==> config.mk <==
export PLATFORM = sky130hd
export DESIGN_NAME = chess_eval_top
export DESIGN_NICKNAME = d
export VERILOG_FILES = /design/src/chess_pkg.sv /design/src/board_store.sv /design/src/chess_eval_top.sv /design/src/chess_regs.sv /design/src/material_eval.sv
export SDC_FILE = /design/constraint.sdc
export NUM_CORES = 1
export LEC_CHECK = 0
export ABC_AREA = 0
export ABC_CLOCK_PERIOD_IN_PS = 5650
export BUFFER_PORTS_ARGS = -buffer_cell sky130_fd_sc_hd__buf_2
export CAP_MARGIN = 40
export CORE_ASPECT_RATIO = 1.75
export CORE_MARGIN = 3
export CORE_UTILIZATION = 50
export DETAILED_ROUTE_END_ITERATION = 16
export PLACE_DENSITY_LB_ADDON = 0.3
export SLEW_MARGIN = 20
export SYNTH_ARGS = -nofsm -noshare
export SYNTH_HDL_FRONTEND = slang
export SYNTH_SLANG_ARGS = --single-unit
export TNS_END_PERCENT = 10
==> constraint.sdc <==
create_clock -name clk -period 5.65 [get_ports clk]
set_clock_uncertainty 0.15 [all_clocks]
set_input_delay 0.565 -clock clk [delete_from_list [all_inputs] [get_ports clk]]
set_output_delay 0.565 -clock clk [all_outputs]
set_load 0.03 [all_outputs]
==> src/chess_pkg.sv <==
`default_nettype none

package chess_pkg;

   // Piece codes, bit 3 set for black
   typedef enum logic [3:0] {
      pc_empty  = 4'd0,
      pc_w_pawn = 4'd1,
      pc_w_knit = 4'd2,
      pc_w_bish = 4'd3,
      pc_w_rook = 4'd4,
      pc_w_quen = 4'd5,
      pc_w_king = 4'd6,
      pc_b_pawn = 4'd9,
      pc_b_knit = 4'd10,
      pc_b_bish = 4'd11,
      pc_b_rook = 4'd12,
      pc_b_quen = 4'd13,
      pc_b_king = 4'd14
   } piece_t;

   localparam int unsigned color_bit = 3; // Black marker inside piece_t

   typedef enum logic [2:0] {
      reg_cmd    = 3'd0,                  // W: start / clear / load
      reg_square = 3'd1,                  // W: square+piece, R: piece on selected square
      reg_status = 3'd2,                  // R: busy, done
      reg_eval   = 3'd3                   // R: signed score
   } reg_addr_t;

   localparam int unsigned cmd_start_bit   = 0;
   localparam int unsigned cmd_clear_bit   = 1;
   localparam int unsigned cmd_load_bit    = 2;
   localparam int unsigned status_busy_bit = 0;
   localparam int unsigned status_done_bit = 1;

   typedef logic [5:0] sq_index_t;        // Rank * 8 + file

   typedef struct packed {
      logic      wr;                      // Single square write strobe
      sq_index_t index;
      piece_t    piece;
   } sq_write_t;

   typedef struct packed {
      logic clear;                        // Empty all squares
      logic load;                         // Opening position
   } board_cmd_t;

   // Unsigned material value, colour ignored
   function automatic logic [15:0] piece_value(piece_t p);
      case (p)
         pc_w_pawn, pc_b_pawn: return 16'd100;
         pc_w_knit, pc_b_knit: return 16'd320;
         pc_w_bish, pc_b_bish: return 16'd330;
         pc_w_rook, pc_b_rook: return 16'd500;
         pc_w_quen, pc_b_quen: return 16'd900;
         default:              return 16'd0; // Kings and empty squares
      endcase
   endfunction

endpackage

`default_nettype wire

==> src/board_store.sv <==
`timescale 1ns/100ps
`default_nettype none

module board_store (
   input  wire logic                  clk,
   input  wire logic                  rst_n,
   input  wire chess_pkg::sq_write_t  sq_wr,
   input  wire chess_pkg::board_cmd_t board_cmd,
   input  wire chess_pkg::sq_index_t  scan_index,
   input  wire chess_pkg::sq_index_t  sel_index,
   output chess_pkg::piece_t          scan_piece,
   output chess_pkg::piece_t          sel_piece
);

   import chess_pkg::*;

   piece_t board [64];  // One piece code per square

   // Starting piece for a square, white on ranks 0 and 1
   function automatic piece_t opening_piece(sq_index_t sq);
      logic [2:0] rank;
      logic [2:0] file;
      piece_t     back;
      rank = sq[5:3];
      file = sq[2:0];
      case (file)
         3'd0, 3'd7: back = pc_w_rook;
         3'd1, 3'd6: back = pc_w_knit;
         3'd2, 3'd5: back = pc_w_bish;
         3'd3:       back = pc_w_quen;
         default:    back = pc_w_king;
      endcase
      case (rank)
         3'd0:    return back;
         3'd1:    return pc_w_pawn;
         3'd6:    return pc_b_pawn;
         3'd7:    return piece_t'(back | (4'd1 << color_bit)); // Black copy
         default: return pc_empty;
      endcase
   endfunction

   always_ff @(posedge clk or negedge rst_n)
   begin
      if (!rst_n)
      begin
         for (int i = 0; i < 64; i++)
            board[i] <= opening_piece(sq_index_t'(i));
      end
      else if (board_cmd.load)
      begin
         for (int i = 0; i < 64; i++)
            board[i] <= opening_piece(sq_index_t'(i));
      end
      else if (board_cmd.clear)
      begin
         for (int i = 0; i < 64; i++)
            board[i] <= pc_empty;
      end
      else if (sq_wr.wr)
         board[sq_wr.index] <= sq_wr.piece; // Commands win over square writes
   end

   // Combinational read ports
   assign scan_piece = board[scan_index];
   assign sel_piece  = board[sel_index];

endmodule

`default_nettype wire

==> src/chess_eval_top.sv <==
`timescale 1ns/100ps
`default_nettype none

module chess_eval_top #(
   parameter int EVAL_WIDTH = 22
) (
   input  wire logic                 clk,
   input  wire logic                 rst_n,
   input  wire logic                 reg_wr,
   input  wire logic                 reg_rd,
   input  wire chess_pkg::reg_addr_t reg_addr,
   input  wire logic [31:0]          reg_wdata,
   output logic [31:0]               reg_rdata
);

   import chess_pkg::*;

   sq_write_t                    sq_wr;      // Regs to store, one square
   board_cmd_t                   board_cmd;  // Clear / opening load
   sq_index_t                    sel_index;
   piece_t                       sel_piece;
   sq_index_t                    scan_index; // Evaluator read port
   piece_t                       scan_piece;
   logic                         eval_start;
   logic                         eval_busy;
   logic                         eval_done;
   logic signed [EVAL_WIDTH-1:0] eval_score;

   chess_regs #(
      .EVAL_WIDTH (EVAL_WIDTH)
   ) u_chess_regs (
      .clk        (clk),
      .rst_n      (rst_n),
      .reg_wr     (reg_wr),
      .reg_rd     (reg_rd),
      .reg_addr   (reg_addr),
      .reg_wdata  (reg_wdata),
      .reg_rdata  (reg_rdata),
      .sq_wr      (sq_wr),
      .board_cmd  (board_cmd),
      .sel_index  (sel_index),
      .sel_piece  (sel_piece),
      .eval_start (eval_start),
      .eval_busy  (eval_busy),
      .eval_done  (eval_done),
      .eval_score (eval_score)
   );

   board_store u_board_store (
      .clk        (clk),
      .rst_n      (rst_n),
      .sq_wr      (sq_wr),
      .board_cmd  (board_cmd),
      .scan_index (scan_index),
      .sel_index  (sel_index),
      .scan_piece (scan_piece),
      .sel_piece  (sel_piece)
   );

   material_eval #(
      .EVAL_WIDTH (EVAL_WIDTH)
   ) u_material_eval (
      .clk        (clk),
      .rst_n      (rst_n),
      .start      (eval_start),
      .scan_index (scan_index),
      .scan_piece (scan_piece),
      .busy       (eval_busy),
      .done       (eval_done),
      .score      (eval_score)
   );

endmodule

`default_nettype wire

==> src/chess_regs.sv <==
`timescale 1ns/100ps
`default_nettype none

module chess_regs #(
   parameter int EVAL_WIDTH = 22
) (
   input  wire logic                         clk,
   input  wire logic                         rst_n,
   input  wire logic                         reg_wr,
   input  wire logic                         reg_rd,
   input  wire chess_pkg::reg_addr_t         reg_addr,
   input  wire logic [31:0]                  reg_wdata,
   output logic [31:0]                       reg_rdata,
   output chess_pkg::sq_write_t              sq_wr,
   output chess_pkg::board_cmd_t             board_cmd,
   output chess_pkg::sq_index_t              sel_index,
   input  wire chess_pkg::piece_t            sel_piece,
   output logic                              eval_start,
   input  wire logic                         eval_busy,
   input  wire logic                         eval_done,
   input  wire logic signed [EVAL_WIDTH-1:0] eval_score
);

   import chess_pkg::*;

   logic               engine_busy;  // Scan running or start in flight
   logic               wr_ok;        // Write accepted
   logic               cmd_wr;
   logic               square_wr;
   logic               start_q;
   logic               done_q;       // Sticky done
   sq_index_t          sel_q;
   logic [31:0]        rd_mux;
   logic signed [31:0] score_ext;

   // Start pulse is still pending for one cycle before busy rises
   assign engine_busy = eval_busy | start_q;
   assign wr_ok       = reg_wr & ~engine_busy;
   assign cmd_wr      = wr_ok && (reg_addr == reg_cmd);
   assign square_wr   = wr_ok && (reg_addr == reg_square);

   // Board commands go straight to the store, taken at the next edge
   assign sq_wr.wr        = square_wr;
   assign sq_wr.index     = sq_index_t'(reg_wdata[9:4]);
   assign sq_wr.piece     = piece_t'(reg_wdata[3:0]);
   assign board_cmd.clear = cmd_wr & reg_wdata[cmd_clear_bit];
   assign board_cmd.load  = cmd_wr & reg_wdata[cmd_load_bit];

   assign eval_start = start_q;
   assign sel_index  = sel_q;
   assign score_ext  = eval_score;  // Sign extends

   always_ff @(posedge clk or negedge rst_n)
   begin
      if (!rst_n)
      begin
         start_q <= 1'b0;
         done_q  <= 1'b0;
         sel_q   <= '0;
      end
      else
      begin
         start_q <= cmd_wr & reg_wdata[cmd_start_bit]; // One cycle pulse
         if (cmd_wr && reg_wdata[cmd_start_bit])
            done_q <= 1'b0;                           // New run clears done
         else if (eval_done)
            done_q <= 1'b1;
         if (square_wr)
            sel_q <= sq_index_t'(reg_wdata[9:4]);     // Remember last square
      end
   end

   // Read mux, unused addresses give zero
   always_comb
   begin
      rd_mux = '0;
      case (reg_addr)
         reg_square:
            rd_mux[3:0] = sel_piece;
         reg_status:
         begin
            rd_mux[status_busy_bit] = engine_busy;
            rd_mux[status_done_bit] = done_q;
         end
         reg_eval:
            rd_mux = score_ext;
         default:
            rd_mux = '0;               // Cmd is write only
      endcase
   end

   always_ff @(posedge clk or negedge rst_n)
   begin
      if (!rst_n)
         reg_rdata <= '0;
      else if (reg_rd)
         reg_rdata <= rd_mux;          // Held until next read
   end

endmodule

`default_nettype wire

==> src/material_eval.sv <==
`timescale 1ns/100ps
`default_nettype none

module material_eval #(
   parameter int EVAL_WIDTH = 22
) (
   input  wire logic                    clk,
   input  wire logic                    rst_n,
   input  wire logic                    start,
   output chess_pkg::sq_index_t         scan_index,
   input  wire chess_pkg::piece_t       scan_piece,
   output logic                         busy,
   output logic                         done,
   output logic signed [EVAL_WIDTH-1:0] score
);

   import chess_pkg::*;

   typedef enum logic {
      st_idle,
      st_scan
   } state_t;

   state_t                  state;
   sq_index_t               idx_q;     // Square being read this cycle
   logic signed [EVAL_WIDTH-1:0] acc_q;     // Running sum
   logic signed [EVAL_WIDTH-1:0] value_ext; // Unsigned piece value, widened
   logic signed [EVAL_WIDTH-1:0] acc_next;

   assign scan_index = idx_q;
   assign busy       = (state == st_scan);

   // Values stay below 1000 so any width from 16 up holds them as positive
   assign value_ext = EVAL_WIDTH'(piece_value(scan_piece));

   always_comb
   begin
      if (scan_piece[color_bit])
         acc_next = acc_q - value_ext;  // Black counts against
      else
         acc_next = acc_q + value_ext;  // White or empty
   end

   always_ff @(posedge clk or negedge rst_n)
   begin
      if (!rst_n)
      begin
         state <= st_idle;
         idx_q <= '0;
         acc_q <= '0;
         done  <= 1'b0;
         score <= '0;
      end
      else
      begin
         done <= 1'b0;                  // Pulse by default
         case (state)
            st_idle:
            begin
               if (start)
               begin
                  state <= st_scan;
                  idx_q <= '0;
                  acc_q <= '0;
               end
            end
            st_scan:
            begin
               acc_q <= acc_next;
               if (idx_q == sq_index_t'(63))
               begin
                  score <= acc_next;    // Last square folded in
                  done  <= 1'b1;
                  state <= st_idle;
               end
               else
                  idx_q <= idx_q + 1'b1;
            end
            default:
               state <= st_idle;
         endcase
      end
   end

endmodule

`default_nettype wire

==> Yosys cells after proc, flatten, opt, wreduce, memory -nomap -nowiden <==
Memories as Yosys holds them, arrays and structs flattened.
Index checks and enable logic that the tools add are counted.
{ "word_totals": {"regBits": 348, "latch_bits": 0, "ram_bits": 0, "romBits": 144, "in_bits": 39, "out_inout_bits": 32, "wordCells": 134, "mem_count": 1} }
{ "op_classes": {"add_sub_neg": 3, "n_mul": 0, "n_div": 0, "magnitude_cmp": 4, "n_eq_ne": 6, "shifts": 0, "muxes": 28, "bitwise_logic": 10, "n_reduce_logical": 9} }
{ "memory_table": {"columns": ["memory", "words", "width", "rd", "rd_clocked_by_memory_dff", "wr", "line_no", "rtl"], "rows": [
  ["(name not given)", 16, 9, 1, 0, 0, "chess_pkg.sv:52", "case (p)"]
]} }
{ "ops": {"columns": ["op", "count"], "rows": [
  ["$mux 256", 3],
  ["$bwmux 256", 1],
  ["$bmux 4 s6", 2],
  ["$mux 22", 2],
  ["$pmux 22 s2", 1],
  ["$mux 28", 1],
  ["$demux 4 s6", 1],
  ["$add 22x17->22", 1],
  ["$sub 22x17->22", 1],
  ["$ge 7x7->1 const B", 3],
  ["$not 6->7", 3],
  ["$mux 4", 5],
  ["$mux 6", 2],
  ["$pmux 6 s2", 1],
  ["$lt 7x1->1 const B", 1],
  ["$add 6x1->6 const B", 1],
  ["$eq 3x2->1 const B", 2],
  ["$eq 6x6->1 const B", 1],
  ["$mux 1", 6],
  ["$pmux 2 s3", 1],
  ["$and 1x1->1", 4],
  ["$logic_and 1x1->1", 4],
  ["$ne 2x2->1 const B", 2],
  ["$pmux 2 s2", 1],
  ["other kinds (8)", 10]
]} }

==> Logic depth before layout (Yosys ltp) <==
{ "depth": {"depth_word": 9, "mapped_depth": 26, "depth_no_buf": 22} }

==> Cells and area by module <==
A second synthesis with hierarchy kept.
{ "hier_totals": {"hier_cells": 1964, "area_unflattened_um2": 20229.4} }
{ "by_module_without_submodules": {"columns": ["module", "instances", "cells_each", "area_each_um2", "seq_area_each_um2"], "rows": [
  ["board_store", 1, 1446, 15369.7, 6476.2],
  ["material_eval", 1, 372, 3423.3, 1251.2],
  ["chess_regs", 1, 146, 1436.4, 750.7]
]} }

==> Worst setup path after synthesis <==
Ideal clock, no wire load.
{ "synth_path": {"kind": "reg2reg", "startpoint": "reg u_material_eval.idx_q[1], in the netlist u_material_eval.scan_index[1]", "endpoint": "reg u_material_eval.score[21]", "setup_ns": 0.131, "arrival_time_ns": 5.002, "required_time_ns": 5.369, "path_slack_ns": 0.367, "stages_incl_launch_ff": 25, "period_less_slack_ns": 5.283, "path_cell_list": "dfrtp_1 buf_2 buf_2 buf_2 buf_2 mux4_2 a311oi_1 a21oi_1 a32oi_2 mux2_2 nand2_1 inv_1 ha_1 nand2_1 o21a_1 ha_1 o21a_1 a21oi_1 a21boi_0 nand2_1 or3_1 a31oi_1 o22ai_1 xnor3_1 o21ai_1"} }
{ "synth_via": {"elab_chain_cells": 7, "word_cells_on_any_way": 10, "classes_between": "add/sub (2); eq/ne (1); mux (4); bitwise (1); reduce/logical (1); memory (1)"} }
{ "synth_rtl": {"columns": ["element", "line_no", "rtl"], "rows": [
  ["from (decl)", "material_eval.sv:25", "sq_index_t idx_q;"],
  ["from (signal assigned)", "material_eval.sv:77", "idx_q <= idx_q + 1'b1;"],
  ["$not 6->7 (not written as such)", "board_store.sv:64", "assign scan_piece = board[scan_index];"],
  ["$bmux 4 s6", "board_store.sv:64", null],
  ["$mux 4 (not written as such) (2 in series)", "board_store.sv:64", null],
  ["$mem_v2 16x9", null, null],
  ["$add 22x17->22 or $sub 22x17->22 (tied branches)", "material_eval.sv:41, material_eval.sv:39", null],
  ["$mux 22", "material_eval.sv:38", "if (scan_piece[color_bit])"],
  ["to (signal assigned)", "material_eval.sv:72", "score <= acc_next;"],
  ["to (decl)", "material_eval.sv:14", "output logic signed [EVAL_WIDTH-1:0] score"]
]} }
Parallel ways exist; a longest one is shown, timed or not. The select of a mux whose other input is x is not followed.
A chain may end at the register's enable or synchronous reset.

==> Final worst setup path <==
Ends and elaborated chain as after synthesis.

==> results.py <==
metrics = {
    "timing": {
        "slew_viol_final": 0,
        "tightest_slew_ns": 0.932,
        "finalHoldViolations": 0,
        "post-route-period-util": 0.958,
        "final.min_clock_period_ns": 5.41,
        "max_freq_mhz": 185,
        "setup_ws_ns": 0.240,
        "rsz0062_at_grt": "no",
        "setup_tns_ns": 0,
        "setup_violations": 0,
        "relSlewSlack": 0.373,
    },
    "global_route": {
        "grt_pass1_wl_um": 96700,
        "overflow": 0,
        "grt_start_max_net_pins": 113,
        "antenna_found_initial": 3,
        "grt_use_total": 0.304,
        "first_global_vias": 16500,
    },
    "synth": {
        "synth.distinct_cells": 64,
        "synth_edf_count": 0,
        "yosysWarnings": 0,
        "yosysSeqAreaShare": 0.442,
        "synth_async_sr_flop_share": 1.00,
        "ys.flop_type": "dfrtp_1",
        "synth_area_mm2": 0.0192,
        "avgSynthCellArea_um2": 10.2,
        "synth_cells": 1875,
        "synth_fp_nets": 1938,
        "ys_seq_elements": 336,
    },
    "critical_path": {
        "ff2ff_setup_slack_ns": 0.24,
        "critPathArrivalTime_ns": 5.71,
        "worstPathMaxFanout": 23,
        "reg2reg_to": "u_material_eval.score[21]",
        "reg2regPathDepth": 24,
        "crit_type": "flip-flop to flip-flop",
        "cp-start-kind": "flip-flop",
        "crit_start": "u_material_eval.scan_index[1]",
        "timing.rr.start": "u_material_eval.scan_index[1]",
        "critPathCaptureType": "flip-flop",
        "crit_required_ns": 5.95,
    },
    "routing": {
        "detail-route-antenna-nets": 0,
        "drt-pass1-iter-count": 8,
        "routedWlPerCell_um": 26.2,
        "num_vias": 16200,
        "wirelength_um": 62900,
        "drc": 0,
        "via_per_inst": 6.74,
        "initialDrtViolationCount": 2025,
    },
    "clocking": {
        "cts_max_level": 1,
        "clkLatencyLatePin_ns": 0.61,
        "cts.sinks": 336,
        "clk_pin_slew_ns": 0.07,
        "cts_tree": "built",
        "cts_buffers": 31,
        "cts_max_path_buffers": 3,
        "cts-root-buf": "clkbuf_16",
    },
    "power": {
        "p_per_area_mw_per_mm2": 527,
        "internal-power_mw": 6.76,
        "power.switching_mw": 4.50,
        "total_power_mw": 11.3,
        "clkPwrFrac": 0.188,
        "p_leak_nw": 8.92,
        "vdd_drop_max_v": 0.000420,
        "swShare": 0.400,
        "combPwrFrac": 0.546,
        "p_seq_frac": 0.266,
    },
    "placement": {
        "gp_congestion": 0.990,
        "hpwl_um": 42900,
        "dp_slack_ns": 0.164,
        "port_buffers": 48,
    },
    "die": {
        "fp.dieH_um": 265,
        "initial_core_util": 0.509,
        "die_w_um": 154,
        "dieArea_mm2": 0.0409,
        "io_pins": 71,
        "rows": 94,
        "coreArea_mm2": 0.0378,
    },
    "layout": {
        "drive_gt1_frac": 0.231,
        "fillers": 3142,
        "fin_nets": 1958,
        "area_delta_synth_final_pct": 11.4,
    },
    "worst_hold_path": {
        "hold_depth": 3,
        "worstHoldStart": "reg_wdata[5]",
        "holdPathEnd": "u_chess_regs.sel_index[1]",
        "hp-class": "input pin to flip-flop",
    },
    "run_status": {
        "outcome": "complete, no violations",
    },
    "run": {
        "cap_viol_max_count": 0,
    },
}
final cells by class:
class	count	area [um2]	share of cell area
antenna	2	5.00	0.000234
inverter	43	161	0.00755
multi-input combinational	1332	9930	0.464
timing repair buffer	151	1200	0.0563
clock buffer	41	873	0.0408
sequential	336	8490	0.397
tap	480	601	0.0281
clock inverter	16	120	0.00562
placed cells by master, fill, tap and decap left out, drive strengths merged, types with 8 or more instances in the layout:
cell type | Yosys | final
nand2 | 293 | 293
o21ai | 156 | 156
nor3 | 26 | 26
a221o | 12 | 12
clkbuf | 121 | 41
a22o | 30 | 30
clkinv | 2 | 13
a32o | 36 | 36
nor2b | 12 | 12
ha | 23 | 23
a21oi | 154 | 154
nor2 | 96 | 96
o211ai | 11 | 11
a221oi | 8 | 8
dfrtp | 280 | 280
and2 | 9 | 9
nand3 | 126 | 126
mux4 | 132 | 132
mux2 | 20 | 20
inv | 41 | 42
mux2i | 45 | 45
dfstp | 56 | 56
xnor2 | 14 | 14
buf | 43 | 150
o22ai | 21 | 21
nand2b | 8 | 8
synthesized netlist by cell type, drive strengths merged (3+ instances only):
| cell | number | area share |
|---|---|---|
| a211o | 4 | 0.0018 |
| a211oi | 5 | 0.0020 |
| a21boi | 3 | 0.0012 |
| a21o | 6 | 0.0023 |
| a21oi | 154 | 0.040 |
| a221o | 12 | 0.0063 |
| a221oi | 8 | 0.0036 |
| a22o | 30 | 0.014 |
| a22oi | 3 | 0.0012 |
| a31oi | 7 | 0.0031 |
| a32o | 36 | 0.019 |
| and2 | 9 | 0.0029 |
| and3 | 4 | 0.0013 |
| and3b | 3 | 0.0014 |
| buf | 43 | 0.014 |
| clkbuf | 121 | 0.024 |
| dfrtp | 280 | 0.36 |
| dfstp | 56 | 0.077 |
| ha | 23 | 0.015 |
| inv | 41 | 0.0080 |
| mux2 | 20 | 0.012 |
| mux2i | 45 | 0.023 |
| mux4 | 132 | 0.15 |
| nand2 | 293 | 0.057 |
| nand2b | 8 | 0.0026 |
| nand3 | 126 | 0.033 |
| nand3b | 6 | 0.0023 |
| nand4 | 4 | 0.0013 |
| nor2 | 96 | 0.019 |
| nor2b | 12 | 0.0039 |
| nor3 | 26 | 0.0068 |
| nor3b | 4 | 0.0016 |
| nor4 | 3 | 0.00098 |
| o211ai | 11 | 0.0043 |
| o21a | 7 | 0.0027 |
| o21ai | 156 | 0.041 |
| o21bai | 5 | 0.0020 |
| o221ai | 3 | 0.0014 |
| o22ai | 21 | 0.0068 |
| o31ai | 5 | 0.0020 |
| or2 | 7 | 0.0023 |
| or3 | 3 | 0.00098 |
| xnor2 | 14 | 0.0064 |
| xor2 | 4 | 0.0018 |
sequential cells by signal (all words and copies together) (netlist names):
register	count
u_material_eval.busy	1
u_material_eval.score	21
u_chess_regs.sel_index	6
u_material_eval.done	1
u_chess_regs.done_q	1
u_chess_regs.reg_rdata	22
u_board_store.board	256
u_material_eval.acc_q	21
u_chess_regs.eval_start	1
u_material_eval.scan_index	6
routing by layer:
layer | track usage | vias up | share of wire
met5 | 0 | - | 0.00021
met4 | 0.225 | 2 | 0.094
met3 | 0.0479 | 325 | 0.079
met2 | 0.512 | 907 | 0.49
met1 | 0.347 | 8010 | 0.34
li1 | - | 6935 | -
worst max path at each step:
stage | end | cells past startpoint
6_report | u_material_eval.score[21] | 24
4_1_cts | u_material_eval.score[21] | 18
5_1_grt | u_material_eval.score[21] | 19
3_3_place_gp | u_material_eval.score[21] | 18
3_5_place_dp | u_material_eval.score[21] | 18
2_1_floorplan | u_material_eval.score[21] | 24
power groups by stage:
| stage | registers, mW | clock network [mW] | logic [mW] |
|---|---|---|---|
| 2_1_floorplan | 2.87 | 0 | 4.10 |
| 3_3_place_gp | 3.04 | 0 | 5.80 |
| 3_5_place_dp | 3.05 | 0 | 5.95 |
| 4_1_cts | 3.01 | 2.14 | 5.95 |
| 5_1_grt | 3.02 | 2.23 | 6.69 |
| 6_report | 2.99 | 2.12 | 6.16 |
worst max-delay path: stages, from the launching register on:
cell and delay, ns:
dfrtp_4 0.53, buf_12 0.19, nor2b_1 0.16, buf_4 0.19, a221o_1 0.20, o21ai_0 0.10, a211oi_1 0.54, o31a_1 0.22
and2b_1 0.19, mux2_2 0.29, nand2_1 0.10, inv_1 0.05, ha_1 0.26, nand2_1 0.05, o21a_1 0.11, ha_1 0.31
o21a_1 0.13, a21oi_1 0.07, a21boi_0 0.26, nand2_1 0.14, or3_4 0.41, a31oi_4 0.16, o22ai_1 0.13, xnor3_1 0.24
o21ai_1 0.07
repair_timing:
item                       4_1_cts  5_1_grt
setup endpoints to repair        0       10
hold endpoints to repair        83        0
gates resized for setup          0       11
hold buffers                     1        0
setup buffers                    0        7
kinds of logic (layout without fill, tap and decap cells):
family / Yosys count / count (layout) / synth area share
AND/OR/NAND/NOR: 607 / 607 / 0.139
AO/OA/AOI/OAI: 485 / 485 / 0.159
flip-flops: 336 / 336 / 0.442
buffers and inverters: 207 / 251 / 0.0457
multiplexers: 197 / 197 / 0.190
adder cells (fa/ha/maj): 24 / 24 / 0.0160
XOR/XNOR: 19 / 19 / 0.00938
other: 0 / 2 / 0
through the flow:
stage	instance area (um2)	util	std cells	hold slack [ns]
after floorplan	19200	-	1875	0.119
after global placement	20200	0.534	2327	0.305
after detailed placement	20200	0.536	2332	0.306
after CTS	21200	0.563	2390	0.142
after global routing	21400	0.566	2400	0.191
final	21400	0.567	2401	0.163
Note: power is estimated with default switching activity, not from simulation.
